<file path="src/rtl/param_mem.sv">
`timescale 1ns/1ps

module param_mem #(
        parameter type T     = logic [31:0],
        parameter int  DEPTH = 64
) (
        input  logic                     i_clk,
        input  logic                     i_wr_en,
        input  logic [$clog2(DEPTH)-1:0] i_wr_addr,
        input  T                         i_wr_data,
        input  logic [$clog2(DEPTH)-1:0] i_rd_addr,
        output T                         o_rd_data
);

        T mem [DEPTH];

        always_ff @(posedge i_clk) begin
                if (i_wr_en) begin
                        mem[i_wr_addr] <= i_wr_data;
                end
        end

        // Write-first on a same-address read
        always_ff @(posedge i_clk) begin
                if (i_wr_en && (i_wr_addr == i_rd_addr)) begin
                        o_rd_data <= i_wr_data;
                end else begin
                        o_rd_data <= mem[i_rd_addr];
                end
        end

endmodule

</file>
<file path="config.mk">
export PLATFORM = sky130hd
export DESIGN_NAME = param_mem
export DESIGN_NICKNAME = d
export VERILOG_FILES = /design/src/rtl/param_mem.sv
export SDC_FILE = /design/constraint.sdc
export NUM_CORES = 2
export LEC_CHECK = 0
export BUFFER_PORTS_ARGS = -buffer_cell sky130_fd_sc_hd__buf_2
export CAP_MARGIN = 20
export CORE_ASPECT_RATIO = 1.4
export CORE_MARGIN = 5
export CORE_UTILIZATION = 55
export CTS_BUF_LIST = sky130_fd_sc_hd__clkbuf_4
export DETAILED_ROUTE_END_ITERATION = 16
export PLACE_DENSITY = 0.7
export REMOVE_ABC_BUFFERS = 1
export SLEW_MARGIN = 5
export SYNTH_ARGS = -nofsm -noshare
export SYNTH_HDL_FRONTEND = slang
export SYNTH_SLANG_ARGS = --single-unit
</file>
<file path="constraint.sdc">
create_clock -name i_clk -period 4.25 [get_ports i_clk]
set_input_delay 0.425 -clock i_clk [delete_from_list [all_inputs] [get_ports i_clk]]
set_output_delay 0.425 -clock i_clk [all_outputs]
set_load 0.01 [all_outputs]
</file>
==> results.toml <==
[timing]
timing.final.crit_period_ns = 4.28
post-route-worst-setup-slack_ns = -0.0283
setup_viol_count_final = 3
sum_neg_setup_slack_ns = -0.0572
finalCritPeriodShare_pct = 101
timing.final.max_slew_violations = 0
maxSlewHeadroom_pct = 24.5
finalHoldViolations = 0
clock.fmax_mhz = 234
worst-slew-pin-transition_ns = 1.13
grt_setup_unrepaired = "true"
fin_worst_hold_slack_ns = 0.119

[logic_synthesis]
synth_enable_flop_cells = 2048
yosysTopAreaCellShare_pct = 78.9
post_synth_inst_count = 3298
synth_most_common_cell = "sky130_fd_sc_hd__edfxtp_1"
postSynthRegisterBits = 2054
synth.area.top_cells = "sky130_fd_sc_hd__edfxtp_1 (79%), sky130_fd_sc_hd__mux4_2 (16%), sky130_fd_sc_hd__mux2i_1 (1.2%)"
share_of_async_settable_or_async_resettable_flops_after_synthesis_pct = 0
yosysWarnings = 0
cell_area_synth_mm2 = 0.0780
synthesized_area_per_cell_um2 = 23.6
synth_top_cell_by_area = "sky130_fd_sc_hd__edfxtp_1"
synth_flop_cell = "sky130_fd_sc_hd__edfxtp_1"
netlist-cell-type-count = 34
yosys-top-cells-count = "sky130_fd_sc_hd__edfxtp_1 (2048), sky130_fd_sc_hd__mux4_2 (544), sky130_fd_sc_hd__nor2_1 (137)"
seq_area_frac_synth_pct = 79.0

[worst_setup_path]
setup.worst_path.class = "reg2out"
critPathLaunchType = "flip-flop"
cp.arrival_ns = 3.85
worstPathMaxFanout = 8
timing.critical_path.required_ns = 3.83
cp_delay_by_family_top = "multiplexers"
chain_of_cells_forming_the_critical_path = "buf_12, buf_4, clkbuf_16, mux4_2, mux4_2, o22ai_4, nor2_4, buf_2"
timing.critical_path.to_type = "primary output"
timing.critical_path.buf_inv = 4
timing.critical_path.mode_cell = "sky130_fd_sc_hd__mux4_2"
timing.critical_path.slowest_stage_cell = "sky130_fd_sc_hd__mux4_2"
cp_slowest_stage_delay_ns = 0.58

[placed_design]
hpwlAfterDp_um = 113000
post-place-cells = 5274
place_congestion = 0.813
dp_worst_setup_slack_ns = 0.584
port_buffers = 77
placement.cell_area_mm2 = 0.0823

[power]
irDropWorstVdd_uv = 395
power_density_mw_per_mm2 = 435
totalPowerFinal_mw = 40.4
p_leak_nw = 29.9

[finish]
final_cell_area_mm2 = 0.0929
sequential_cell_area_mm2 = 0.0616
instances_no_fill = 6327
nFillCells = 8848
max_flop_register = "mem"
layout-area-overhead-vs-synth_pct = 19.1
largestRegisters = "mem: 2048 flops"
largest_register_ff_count = 2048
design.final.nets = 4100
final_layout_size_suffix_gt1_share_pct = 43.3
multi_input_area_mm2 = 0.0171
postLayoutCoreUtil_pct = 65.9

[routing]
ant_nets = 0
remaining_drc_errors = 0
tritonroute_pass_1_iters = 5
ratio_of_routed_vias_to_standard_cells = 6.41
vias = 40548
drt_iter0_drc = 5215
route.final.wire_length_um = 211000
post_drt_wl_per_cell_um = 33.3

[clock_network]
tritoncts.num_buffers = 467
clock_tree.root_cell = "sky130_fd_sc_hd__clkbuf_4"
clock-sinks = 2054
max-clock-path-buffers = 4
tritoncts = "done"
clkTransAtPathRegs_ns = 0.08
cts.htree.levels = 5

[global_route]
vias_in_the_first_global_route = 42081
grt.overflow.total = 0
grt_first_pass_wirelength_um = 298000
antenna_violations_before_repair = 23
globalRouteTotalUtil_pct = 28.2
grt_start_max_net_pins = 65

[floorplan]
floorplan.io_pins = 78
coreArea_mm2 = 0.141
dieHeight_um = 456
fp.dieArea_mm2 = 0.150
initial_utilization_pct = 55.3
rows = 163
die-width_um = 328

[outcome]
failed_checks = "negative setup slack"
outcome = "finished with violations"

[hold_path]
min_to = "mem[40][0]"
min_delay_path_depth = 2
hp-start = "i_wr_data[0]"
hold_path_class = "in2reg"

[flow_run]
max-cap-violations = 0
-- layout make-up --
class,count,area share [%]
Sequential cell,2054,66.4
Multi-Input combinational cell,1062,18.4
Timing Repair Buffer,469,6.36
Clock buffer,693,5.60
Tap cell,1897,2.56
Clock inverter,141,0.721
Antenna cell,11,0.0296
-- metal layers --
| layer | track usage (%) | share of wire, % | vias to the layer above |
|---|---|---|---|
| li1 | - | - | 16095 |
| met1 | 35.6 | 34 | 21188 |
| met2 | 47.8 | 52 | 2695 |
| met3 | 5.88 | 9.6 | 562 |
| met4 | 12.8 | 4.6 | 8 |
| met5 | 0 | 0.025 | - |
-- cell usage in the layout, fill, tap and decap left out, types with 28 or more instances in the layout --
cell type	count
sky130_fd_sc_hd__a21oi_1	28
sky130_fd_sc_hd__buf_12	82
sky130_fd_sc_hd__buf_16	47
sky130_fd_sc_hd__buf_2	65
sky130_fd_sc_hd__buf_4	172
sky130_fd_sc_hd__clkbuf_4	693
sky130_fd_sc_hd__clkinv_1	113
sky130_fd_sc_hd__dlygate4sd3_1	56
sky130_fd_sc_hd__edfxtp_1	2048
sky130_fd_sc_hd__mux2i_1	76
sky130_fd_sc_hd__mux4_2	544
sky130_fd_sc_hd__nor2_1	36
sky130_fd_sc_hd__nor2_4	78
sky130_fd_sc_hd__o22ai_1	36
sky130_fd_sc_hd__o22ai_2	36
-- cell families after synthesis --
kind of cell    count (synthesis)  synth area share, %
buf+inv                       182                 1.14
flops                        2054                 79.0
simple gates                  223                 1.27
compound gates                202                 1.68
mux                           637                 16.9
-- worst max-delay path by stage --
stage	depth (start not counted)	end	slack [ns]
after floorplan	5	o_rd_data[29]	-20.25
after global placement	7	o_rd_data[1]	0.57
after detailed placement	7	o_rd_data[1]	0.58
after CTS	11	o_rd_data[20]	-0.14
after global routing	9	o_rd_data[1]	-0.17
final	8	o_rd_data[29]	-0.03
-- what timing repair did --
action	in CTS	in global routing
gates cloned	29	8
hold buffers	53	3
pin swaps	46	39
resized for setup	262	87
buffers inserted	68	35
hold endpoints to repair	2165	30
endpoints found under the setup margin	32	31
-- report_power, final --
group / total [mW] / switching [mW] / internal (mW)
clock: 15.2 / 7.51 / 7.69
sequential: 22.5 / 0.0483 / 22.4
combinational: 2.71 / 1.51 / 1.20
No activity file was read; power rests on OpenSTA's default activity.
