===== src/common/lstm_fixed_pkg.sv =====
package lstm_fixed_pkg;

        localparam int WIDTH    = 32;
        localparam int FRAC     = 24;
        localparam int LR_SHIFT = 3;

        // Q8.24 word and the full product of two words
        typedef logic signed [WIDTH-1:0]   fix_t;
        typedef logic signed [2*WIDTH-1:0] fix_wide_t;

        // One value per gate
        typedef struct packed {
                fix_t a;
                fix_t i;
                fix_t f;
                fix_t o;
        } gate_vec_t;

        // Learning rate 0.125
        function automatic fix_t lr_scale(fix_t v);
                return v >>> LR_SHIFT;
        endfunction

        function automatic gate_vec_t vec_lr_scale(gate_vec_t v);
                gate_vec_t r;
                r.a = lr_scale(v.a);
                r.i = lr_scale(v.i);
                r.f = lr_scale(v.f);
                r.o = lr_scale(v.o);
                return r;
        endfunction

        // Per-gate add and subtract, both wrap in WIDTH
        function automatic gate_vec_t vec_add(gate_vec_t x, gate_vec_t y);
                gate_vec_t r;
                r.a = x.a + y.a;
                r.i = x.i + y.i;
                r.f = x.f + y.f;
                r.o = x.o + y.o;
                return r;
        endfunction

        function automatic gate_vec_t vec_sub(gate_vec_t x, gate_vec_t y);
                gate_vec_t r;
                r.a = x.a - y.a;
                r.i = x.i - y.i;
                r.f = x.f - y.f;
                r.o = x.o - y.o;
                return r;
        endfunction

endpackage


===== src/common/lstm_mem_map_pkg.sv =====
package lstm_mem_map_pkg;

        localparam int N_INPUT = 53;
        localparam int N_CELL  = 53;
        localparam int W_DEPTH = N_INPUT * N_CELL;
        localparam int D_DEPTH = 371;

        localparam int X_AW = $clog2(N_INPUT);
        localparam int W_AW = $clog2(W_DEPTH);
        localparam int B_AW = $clog2(N_CELL);
        localparam int D_AW = $clog2(D_DEPTH);

        // Weight memory has the widest address
        localparam int LOAD_AW = W_AW;

        typedef logic [X_AW-1:0]    x_addr_t;
        typedef logic [W_AW-1:0]    w_addr_t;
        typedef logic [B_AW-1:0]    b_addr_t;
        typedef logic [D_AW-1:0]    d_addr_t;
        typedef logic [LOAD_AW-1:0] load_addr_t;

        typedef enum logic [1:0] {
                SEL_X,
                SEL_W,
                SEL_B,
                SEL_D
        } mem_sel_e;

        // One step from the controller
        typedef struct packed {
                logic    valid;
                logic    update;
                logic    first;
                x_addr_t x_addr;
                w_addr_t w_addr;
                b_addr_t b_addr;
                d_addr_t d_addr;
        } step_t;

        // Host preload word
        typedef struct packed {
                logic                      valid;
                mem_sel_e                  sel;
                load_addr_t                addr;
                lstm_fixed_pkg::gate_vec_t data;
        } load_t;

endpackage


===== src/rtl/param_update.sv =====
`timescale 1ns/1ps

module param_update (
        input  logic                       i_clk,
        input  logic                       i_rst,
        input  logic                       i_valid,
        input  logic                       i_update,
        input  lstm_fixed_pkg::gate_vec_t  i_w,
        input  lstm_fixed_pkg::gate_vec_t  i_b,
        input  lstm_fixed_pkg::gate_vec_t  i_d,
        input  lstm_fixed_pkg::gate_vec_t  i_prod,
        input  lstm_mem_map_pkg::w_addr_t  i_w_addr,
        input  lstm_mem_map_pkg::b_addr_t  i_b_addr,
        output logic                       o_wr_en,
        output lstm_mem_map_pkg::w_addr_t  o_w_addr,
        output lstm_mem_map_pkg::b_addr_t  o_b_addr,
        output lstm_fixed_pkg::gate_vec_t  o_new_w,
        output lstm_fixed_pkg::gate_vec_t  o_new_b
);

        import lstm_fixed_pkg::*;
        import lstm_mem_map_pkg::*;

        gate_vec_t new_w;
        gate_vec_t new_b;

        // w - lr*x*d and b - lr*d
        assign new_w = vec_sub(i_w, i_prod);
        assign new_b = vec_sub(i_b, vec_lr_scale(i_d));

        always_ff @(posedge i_clk) begin
                if (i_rst) begin
                        o_wr_en <= 1'b0;
                end else begin
                        o_wr_en <= i_valid && i_update;
                end
        end

        // Write-back payload
        always_ff @(posedge i_clk) begin
                o_w_addr <= i_w_addr;
                o_b_addr <= i_b_addr;
                o_new_w  <= new_w;
                o_new_b  <= new_b;
        end

endmodule


===== config.mk =====
export PLATFORM = sky130hd
export DESIGN_NAME = param_update
export DESIGN_NICKNAME = d
export VERILOG_FILES = /design/src/common/lstm_fixed_pkg.sv /design/src/common/lstm_mem_map_pkg.sv /design/src/rtl/param_update.sv
export SDC_FILE = /design/constraint.sdc
export NUM_CORES = 1
export LEC_CHECK = 0
export ABC_AREA = 1
export BUFFER_PORTS_ARGS = -buffer_cell sky130_fd_sc_hd__buf_2
export CAP_MARGIN = 20
export CORE_AREA = 2 2 313 315
export DETAILED_ROUTE_END_ITERATION = 8
export DIE_AREA = 0 0 315 317
export PLACE_DENSITY = 0.57
export SLEW_MARGIN = 20
export SYNTH_ARGS = -nofsm -noshare
export SYNTH_HDL_FRONTEND = slang
export SYNTH_SLANG_ARGS = --single-unit

===== constraint.sdc =====
create_clock -name i_clk -period 1.4 [get_ports i_clk]
set_input_delay 0.14 -clock i_clk [delete_from_list [all_inputs] [get_ports i_clk]]
set_output_delay 0.14 -clock i_clk [all_outputs]
set_load 0.02 [all_outputs]

==> results of run 1 <==
-- metal layers --
layer  wire length [µm]  GRT usage (%)
met5                 60              0
met4               3680           7.61
met3               6220           4.20
met2              49600           36.0
met1              39300           20.6
-- worst max-delay path: stages --
cell	delay (ps)
buf_2	100
inv_1	50
ha_2	310
dlygate4sd3_1	610
xnor2_1	130
dlygate4sd3_1	540
-- area by class of cell --
type | instances | area [µm²] | area share, %
Multi-Input combinational cell | 3074 | 15600 | 42.5
Timing Repair Buffer | 1303 | 8070 | 21.9
Sequential cell | 275 | 5510 | 15.0
Inverter | 1190 | 4470 | 12.1
Tap cell | 1276 | 1600 | 4.34
Clock buffer | 53 | 1150 | 3.13
Clock inverter | 22 | 348 | 0.946
Antenna cell | 7 | 17.5 | 0.0476
-- layout by cell type (no fill, tap or decap), drive strengths merged --
cell,n
a21o,8
a21oi,170
and2,8
buf,1194
bufinv,7
clkbuf,53
clkinv,12
clkinvlp,1
dfxtp,275
diode,7
dlygate4sd3,108
dlymetal6s4s,1
fa,8
ha,248
inv,1192
nand2,1900
nand3,211
nand4,40
nor2,321
nor3,16
o21bai,18
or2,3
xnor2,11
xor2,112
-- power breakdown --
part / internal [W] / leakage, nW / switching, W / total [W]
Combinational: 0.00598 / 20.9 / 0.00904 / 0.0150
Clock: 0.00718 / 0.736 / 0.00458 / 0.0118
Sequential: 0.00937 / 2.32 / 0.000537 / 0.00991
Total: 0.0225 / 24.0 / 0.0142 / 0.0367
-- stage by stage --
step | setup TNS, ps | std cells
2_1_floorplan | -23.1 | 4544
3_3_place_gp | -43880 | 7008
3_5_place_dp | -46130 | 7008
4_1_cts | 0 | 7194
5_1_grt | -31.1 | 7197
6_report | 0 | 7200
-- flip-flops by register name, summed over array words and instances (netlist names) --
signal / flops
o_new_w: 128
o_wr_en: 1
o_w_addr: 12
o_new_b: 128
o_b_addr: 6
-- what timing repair did --
action	in CTS	in global routing
gates resized for setup	6	33
hold endpoints to repair	97	1
buffers inserted	0	3
hold buffers	111	1
pin swaps	0	13
endpoints found under the setup margin	4	57
-- kinds of logic after synthesis --
kind of cell	Yosys count	synth area share, %
adder cells (fa/ha/maj)	256	12.9
buffers and inverters	1195	17.8
AND/OR/NAND/NOR	2499	39.1
flip-flops	275	21.7
AO/OA/AOI/OAI	196	4.20
XOR/XNOR	123	4.25
-- path summary, 6_finish.rpt --
kind	slack, ps	cells after the start	to
setup / recovery	10	6	o_new_w[66]
hold / removal	40	5	o_new_w[29]
==> impl_metrics.yaml, run 1 <==
yosys:
  ys_dominant_reg_cell: "dfxtp_1"
  yosys.area.top_type_share_pct: 27.7
  synthDistinctLibCells: 21
  synth_common_cells: "1869 x nand2_1, 1190 x inv_1, 319 x nor2_1, 275 x dfxtp_1, 248 x ha_1"
  synth-warning-count: 0
  synthArstFlopShare_pct: 0
  synthesis.instances: 4544
  post-synth-top-count-cell: "nand2_1"
  synth.area.top_cells: "nand2_1 28%, dfxtp_1 22%, inv_1 18%, ha_1 12%, nor2_1 4.7%"
  post_synthesis_area_per_instance_um2: 5.58
  number_of_enable_flip_flop_cells_after_synthesis: 0
  syn_area_mm2: 0.0254
  synth_area_leader_cell: "nand2_1"
  synth-seq-cells: 275
  sequential_share_of_the_synthesized_area_pct: 21.7
  postSynthNetCount: 5334
min_path:
  hold_path_class: "in -> reg"
  hold_start: "i_prod[29]"
floorplan:
  io_pins: 809
  die_area_mm2: 0.0999
  core.rowCount: 114
  initial_utilization_pct: 26.3
  die_width_um: 315
  core_ar_mm2: 0.0963
  die_height_um: 317
setup_path:
  timing.critical_path.required_ps: 1900
  setup.worst_path.start_class: "primary input"
  worst-endpoint-arrival_ps: 1890
  crit_start: "i_prod[66]"
  cp-end-kind: "flop"
  critical_path_class: "in -> reg"
  worst-path-max-fanout: 7
global_route:
  grt_overflow: 0
  grt_start_max_net_pins: 13
  grt_first_pass_wirelength_um: 152000
  number_of_antenna_violations_at_the_first_check_in_global_routing: 13
  grt_pass1_vias: 29600
  globalRouteTotalUtil_pct: 19.1
route:
  drtPass1Iterations: 5
  via_count: 30100
  detail_route.wl_per_cell_um: 13.7
  viasPerCell: 4.18
  detail_route.iter0.violations: 1327
  drtAntennaViolNets: 0
  drc: 0
  detail_route.wirelength_um: 98900
sta:
  slew_headroom_pct: 77.6
  unrepaired_setup_endpoints_after_global_routing: "yes"
  finalWorstSetupSlack_ps: 15.0
  final.hold.worst_slack_ps: 36.9
  worst_slew_pin_slew_ps: 334
  min_period_ps: 1390
  finalSetupViolCount: 0
  hold_viol_final: 0
  period_share_pct: 98.9
  achievable-frequency_mhz: 722
  slew_viol_final: 0
cts:
  tritoncts: "built"
  cts_root_buf: "clkbuf_16"
  cts_inserted_buffers: 42
  clock_tree.htree_level_count: 2
  worst_setup_hold_path_clk_slew_ps: 60
  clk_path_buf_depth: 3
  cts.sink_count: 275
cells_and_area:
  layout.filler_cells: 10700
  nNetsFinal: 6676
  area_growth_pct: 45.0
  share_of_post_route_cells_with_drive_strength_above_1_pct: 23.6
  final_area_mm2: 0.0368
  post-route-util_pct: 38.2
power:
  power.leakage_nw: 24.0
  powerDensity_mw_per_mm2: 997
  design_power_total_w: 0.0367
  irDropWorstVdd_mv: 0.782
job:
  cap_violations: 0
place:
  gpl.final_weighted_congestion: 0.935
  place_hpwl_um: 85700
  placement.cell_area_mm2: 0.0340
  port_buffers: 796
  post-place-ws_ps: -390
status:
  result_of_the_run: "completed"
Note: power is estimated with default switching activity, not from simulation.
==> run 2: changes to the inputs <==
- ABC_AREA: 1 -> unset
- CORE_AREA: 2 2 313 315 -> 2 2 317 319
- DIE_AREA: 0 0 315 317 -> 0 0 319 321
- PLACE_DENSITY: 0.57 -> 0.5
==> impl_metrics.yaml, run 2 <==
status:
  result_of_the_run: "finished with violations"
  failed_checks: "negative setup slack"
yosys:
  syn_area_mm2: 0.0194
  ys_dominant_reg_cell: "dfxtp_1"
  sequential_share_of_the_synthesized_area_pct: 28.4
  yosys.area.top_type_share_pct: 28.4
  post-synth-top-count-cell: "inv_1"
  synthArstFlopShare_pct: 0
  synth.area.top_cells: "dfxtp_1 28%, ha_1 16%, xnor2_1 6.9%, inv_1 6.1%, a21oi_1 5.8%"
  post_synthesis_area_per_instance_um2: 8.19
  synth-warning-count: 0
  synthDistinctLibCells: 82
  synthesis.instances: 2365
  synth_common_cells: "316 x inv_1, 275 x dfxtp_1, 248 x ha_1, 223 x a21oi_1, 153 x xnor2_1"
  number_of_enable_flip_flop_cells_after_synthesis: 0
  synth-seq-cells: 275
  synth_area_leader_cell: "dfxtp_1"
  postSynthNetCount: 3155
cts:
  cts.sink_count: 275
  clk_path_buf_depth: 3
  clock_tree.htree_level_count: 2
  worst_setup_hold_path_clk_slew_ps: 60
  tritoncts: "built"
  cts_root_buf: "clkbuf_16"
  cts_inserted_buffers: 40
floorplan:
  io_pins: 809
  die_height_um: 321
  core_ar_mm2: 0.0993
  die_area_mm2: 0.102
  core.rowCount: 116
  die_width_um: 319
  initial_utilization_pct: 19.5
global_route:
  number_of_antenna_violations_at_the_first_check_in_global_routing: 10
  grt_overflow: 0
  globalRouteTotalUtil_pct: 16.1
  grt_pass1_vias: 23500
  grt_first_pass_wirelength_um: 130000
  grt_start_max_net_pins: 11
sta:
  hold_viol_final: 0
  finalSetupViolCount: 134
  achievable-frequency_mhz: 484
  finalWorstSetupSlack_ps: -667
  slew_viol_final: 0
  period_share_pct: 148
  unrepaired_setup_endpoints_after_global_routing: "yes"
  slew_headroom_pct: 68.3
  worst_slew_pin_slew_ps: 471
  min_period_ps: 2070
cells_and_area:
  multi_input_area_mm2: 0.0159
  commonest_cells_after_routing_fill_and_taps_aside: "739 x buf_2, 684 x buf_4, 274 x dfxtp_1"
  post_route_insts_no_fill: 5370
  regArea_mm2: 0.00551
  largest_registers: "o_new_b (128), o_new_w (128), o_w_addr (12)"
  layout_commonest_cell: "buf_2"
  share_of_post_route_cells_with_drive_strength_above_1_pct: 51.7
  final_area_mm2: 0.0375
  layout.filler_cells: 10200
  nNetsFinal: 4833
  area_growth_pct: 93.8
setup_path:
  timing.critical_path.required_ps: 1860
  worst-endpoint-arrival_ps: 2530
  setup.worst_path.start_class: "primary input"
  cp_cell_sequence: "buf_8 -> inv_8 -> ha_4 -> fa_2 -> and2b_2 -> o2111ai_4 -> a211o_4 -> a311o_2 -> o21ai_4 -> a21oi_2 -> o21ba_4 -> xnor2_2"
  critical_path_class: "in -> reg"
  cp-end-kind: "flop"
  worst-path-max-fanout: 3
  cpMaxStageDelayCell: "a211o_4"
  critPathMaxStageDelay_ps: 390
job:
  cap_violations: 0
route:
  drc: 0
  drtPass1Iterations: 6
  detail_route.wl_per_cell_um: 16.2
  top_layer_used_by_detailed_routing: "met5"
  met1Wirelength_um: 35300
  drtAntennaViolNets: 0
  route.met2.wl_um: 44700
  detail_route.iter0.violations: 995
  met3RoutedLength_um: 4870
  via_count: 23100
  detail_route.wirelength_um: 87100
  viasPerCell: 4.31
power:
  irDropWorstVdd_mv: 1.05
  design_power_total_w: 0.0382
  power.leakage_nw: 18.5
  powerDensity_mw_per_mm2: 1020
place:
  place_hpwl_um: 71500
  place.detailed.instances: 5066
  port_buffers: 796
  gpl.final_weighted_congestion: 0.901
  placement.cell_area_mm2: 0.0316
min_path:
  hold_path_class: "in -> reg"
-- run 2: changes by cell type in the layout (fill, tap and decap cells not counted), moves of 114 or more --
cell	before	now
buf_4	401	684
xnor2_1	11	125
inv_1	1182	255
nand3_1	183	36
nor2_1	316	112
nand2_1	1849	137
-- run 2: path summary, 6_finish.rpt --
| kind | start | to | depth (start not counted) | slack [ps] |
|---|---|---|---|---|
| setup / recovery | i_b[0] | o_new_b[22] | 12 | -670 |
| hold / removal | i_b[102] | o_new_b[102] | 4 | 30 |
-- run 2: cell families (layout without fill, tap and decap cells) --
kind of cell	Yosys count	in the layout	share of synthesized area (%)
buffers and inverters	368	2071	7.22
adder cells (fa/ha/maj)	256	256	16.9
multiplexers	1	1	0.0517
AO/OA/AOI/OAI	720	720	24.4
flip-flops	275	275	28.4
other	0	4	0
AND/OR/NAND/NOR	514	514	12.6
XOR/XNOR	231	231	10.4
-- run 2: cell type report --
cell class / instances / area share, %
antenna: 4 / 0.0267
clock buffer: 63 / 3.27
clock inverter: 4 / 0.253
inverter: 316 / 3.85
multi-input combinational: 1722 / 42.4
sequential: 275 / 14.7
tap: 1298 / 4.33
timing repair buffer: 1688 / 31.2
-- run 2: worst max-delay path: cells and delay by family --
kind                     cells  cell delay, ps
adder cells (fa/ha/maj)      2             480
AND/OR/NAND/NOR              1             260
XOR/XNOR                     1             120
AO/OA/AOI/OAI                6            1400
buffers and inverters        2             120
-- run 2: through the flow --
stage / hold WS (ps) / util (%) / setup slack (ps) / setup TNS (ps)
finish: 30.7 / 37.8 / -667 / -28980
global route: 19.4 / 37.8 / -684 / -33380
CTS: 0.722 / 36.4 / -629 / -23700
detailed placement: 244 / 31.9 / -1510 / -156620
global placement: 242 / 31.9 / -1490 / -155670
floorplan: 168 / - / -1030 / -61730
-- run 2: report_power, final --
group	total [W]	switching, W	internal [W]	leakage, nW
Combinational	0.0176	0.00921	0.00840	15.5
Clock	0.0106	0.00406	0.00650	0.650
Sequential	0.0101	0.000542	0.00954	2.32
-- run 2: routing by layer --
layer,track usage (%),up-vias
met5,0,-
met3,3.73,118
met1,18.3,10800
met4,4.37,4
met2,30.0,580
li1,-,11600
-- run 2: timing repair --
item | CTS | global route
endpoints found under the setup margin | 133 | 149
endpoints found under the hold margin | 127 | 0
pin swaps | 206 | 187
gates resized for setup | 276 | 222
buffers inserted | 52 | 52
hold buffers | 154 | 0
==> run 3: changes to the inputs <==
- CTS_BUF_LIST: unset -> sky130_fd_sc_hd__clkbuf_4 sky130_fd_sc_hd__clkbuf_8
==> impl_metrics.yaml, run 3 (same netlist as run 2, synthesis figures left out) <==
floorplan:
  die_width_um: 319
  core.rowCount: 116
  initial_utilization_pct: 19.5
  die_height_um: 321
  die_area_mm2: 0.102
  core_ar_mm2: 0.0993
  io_pins: 809
setup_path:
  timing.critical_path.required_ps: 2010
  worst-path-max-fanout: 3
  worst-endpoint-arrival_ps: 2630
  crit_start: "i_b[0]"
  critical_path_class: "in -> reg"
  setup.worst_path.start_class: "primary input"
  crit_path_end: "o_new_b[30]"
  cp-end-kind: "flop"
cells_and_area:
  layout.filler_cells: 9764
  share_of_post_route_cells_with_drive_strength_above_1_pct: 52.5
  area_growth_pct: 116
  regArea_mm2: 0.00574
  layout_commonest_cell: "buf_4"
  multi_input_area_mm2: 0.0156
  commonest_cells_after_routing_fill_and_taps_aside: "742 x buf_4, 490 x buf_2, 434 x dlygate4sd3_1"
  post-route-util_pct: 42.1
  final_area_mm2: 0.0418
  largest_registers: "o_new_b (128), o_new_w (128), o_w_addr (12)"
  nNetsFinal: 5146
  post_route_insts_no_fill: 5717
sta:
  min_period_ps: 2020
  finalWorstSetupSlack_ps: -622
  hold_viol_final: 0
  worst_slew_pin_slew_ps: 477
  achievable-frequency_mhz: 495
  slew_viol_final: 0
  final.hold.worst_slack_ps: 18.1
  unrepaired_setup_endpoints_after_global_routing: "yes"
  finalSetupViolCount: 102
  slew_headroom_pct: 67.9
  period_share_pct: 144
power:
  power.share.combinational_pct: 49.2
  net-switching-power_w: 0.0146
  pwr-share-seq_pct: 26.1
  design_power_total_w: 0.0409
  irDropWorstVdd_mv: 0.825
  clock_power_share_pct: 24.7
  internal-power_w: 0.0263
  power.leakage_nw: 20.3
  switching_share_pct: 35.8
  powerDensity_mw_per_mm2: 980
global_route:
  grt_pass1_vias: 25900
  number_of_antenna_violations_at_the_first_check_in_global_routing: 15
  grt_first_pass_wirelength_um: 140000
  grt_start_max_net_pins: 16
  grt_overflow: 0
  globalRouteTotalUtil_pct: 17.1
status:
  failed_checks: "negative setup slack"
  result_of_the_run: "finished with violations"
min_path:
  hold_path_class: "in -> reg"
route:
  detail_route.wl_per_cell_um: 16.1
  via_count: 24700
  detail_route.wirelength_um: 92100
  drtPass1Iterations: 5
  detail_route.iter0.violations: 975
  drtAntennaViolNets: 0
  drc: 0
  viasPerCell: 4.32
cts:
  cts_root_buf: "clkbuf_8"
  clock_tree.htree_level_count: 2
  tritoncts: "built"
  worst_setup_hold_path_clk_slew_ps: 60
  cts.sink_count: 275
  cts_inserted_buffers: 61
  clk_path_buf_depth: 3
place:
  placement.cell_area_mm2: 0.0316
  port_buffers: 796
  place.detailed.instances: 5066
  place_hpwl_um: 71500
  gpl.final_weighted_congestion: 0.901
job:
  cap_violations: 0
==> run 3: cell types whose count changed in the layout (fill, tap and decap cells not counted), sizes merged <==
cell / before / now
buf: 1534 / 1527
clkbuf: 63 / 95
dlymetal6s4s: 0 / 14
clkinvlp: 0 / 4
inv: 313 / 312
dlygate4sd3: 154 / 434
clkinv: 4 / 21
dlymetal6s2s: 0 / 1
diode: 4 / 13
bufinv: 3 / 1
==> run 3: power groups by stage <==
stage	clock network (W)	logic (W)	registers, W
floorplan	0	0.00618	0.0123
global placement	0	0.0152	0.0102
detailed placement	0	0.0152	0.0102
CTS	0.0105	0.0193	0.0107
global route	0.0109	0.0215	0.0108
finish	0.0101	0.0202	0.0107
==> run 3: critical path, stage by stage <==
cell and delay (ps):
buf_8 90, inv_8 30, ha_4 150, fa_2 340, and2b_2 250, o2111ai_4 140
a211o_4 410, a311o_2 390, o21ai_4 190, a21oi_2 90, o31ai_2 230, xor2_1 160
==> run 3: worst min path at each step <==
stage | startpoint | slack, ps | endpoint | cells after the start
finish | i_w[120] | 20 | o_new_w[121] | 5
global route | i_w[120] | -60 | o_new_w[121] | 5
CTS | i_w[56] | -160 | o_new_w[57] | 5
detailed placement | i_w_addr[0] | 240 | o_w_addr[0] | 1
global placement | i_b_addr[4] | 240 | o_b_addr[4] | 1
floorplan | i_b_addr[0] | 170 | o_b_addr[0] | 0
==> run 3: cell type report <==
| cell class | count | area share [%] |
|---|---|---|
| Sequential cell | 275 | 13.7 |
| Timing Repair Buffer | 1980 | 38.3 |
| Multi-Input combinational cell | 1722 | 37.3 |
| Clock inverter | 22 | 0.348 |
| Inverter | 316 | 3.45 |
| Clock buffer | 91 | 2.88 |
| Antenna cell | 13 | 0.0779 |
| Tap cell | 1298 | 3.89 |
==> run 3: timing repair <==
action / in CTS / in global routing
hold endpoints to repair: 261 / 20
hold buffers: 449 / 19
endpoints found under the setup margin: 346 / 183
setup buffers: 41 / 46
resized for setup: 834 / 267
pin swaps: 146 / 181
==> run 3: metrics by stage <==
stage | setup slack [ps] | TNS (ps)
floorplan | -1030 | -61730
global placement | -1490 | -155670
detailed placement | -1510 | -156620
CTS | -513 | -19610
global route | -606 | -17400
finish | -622 | -17600
==> run 3: per-layer routing <==
metal / part of all wire [%] / GRT usage, %
met5: 0.027 / 0
met4: 3.3 / 6.16
met3: 5.7 / 3.80
met2: 52 / 32.1
met1: 39 / 18.8
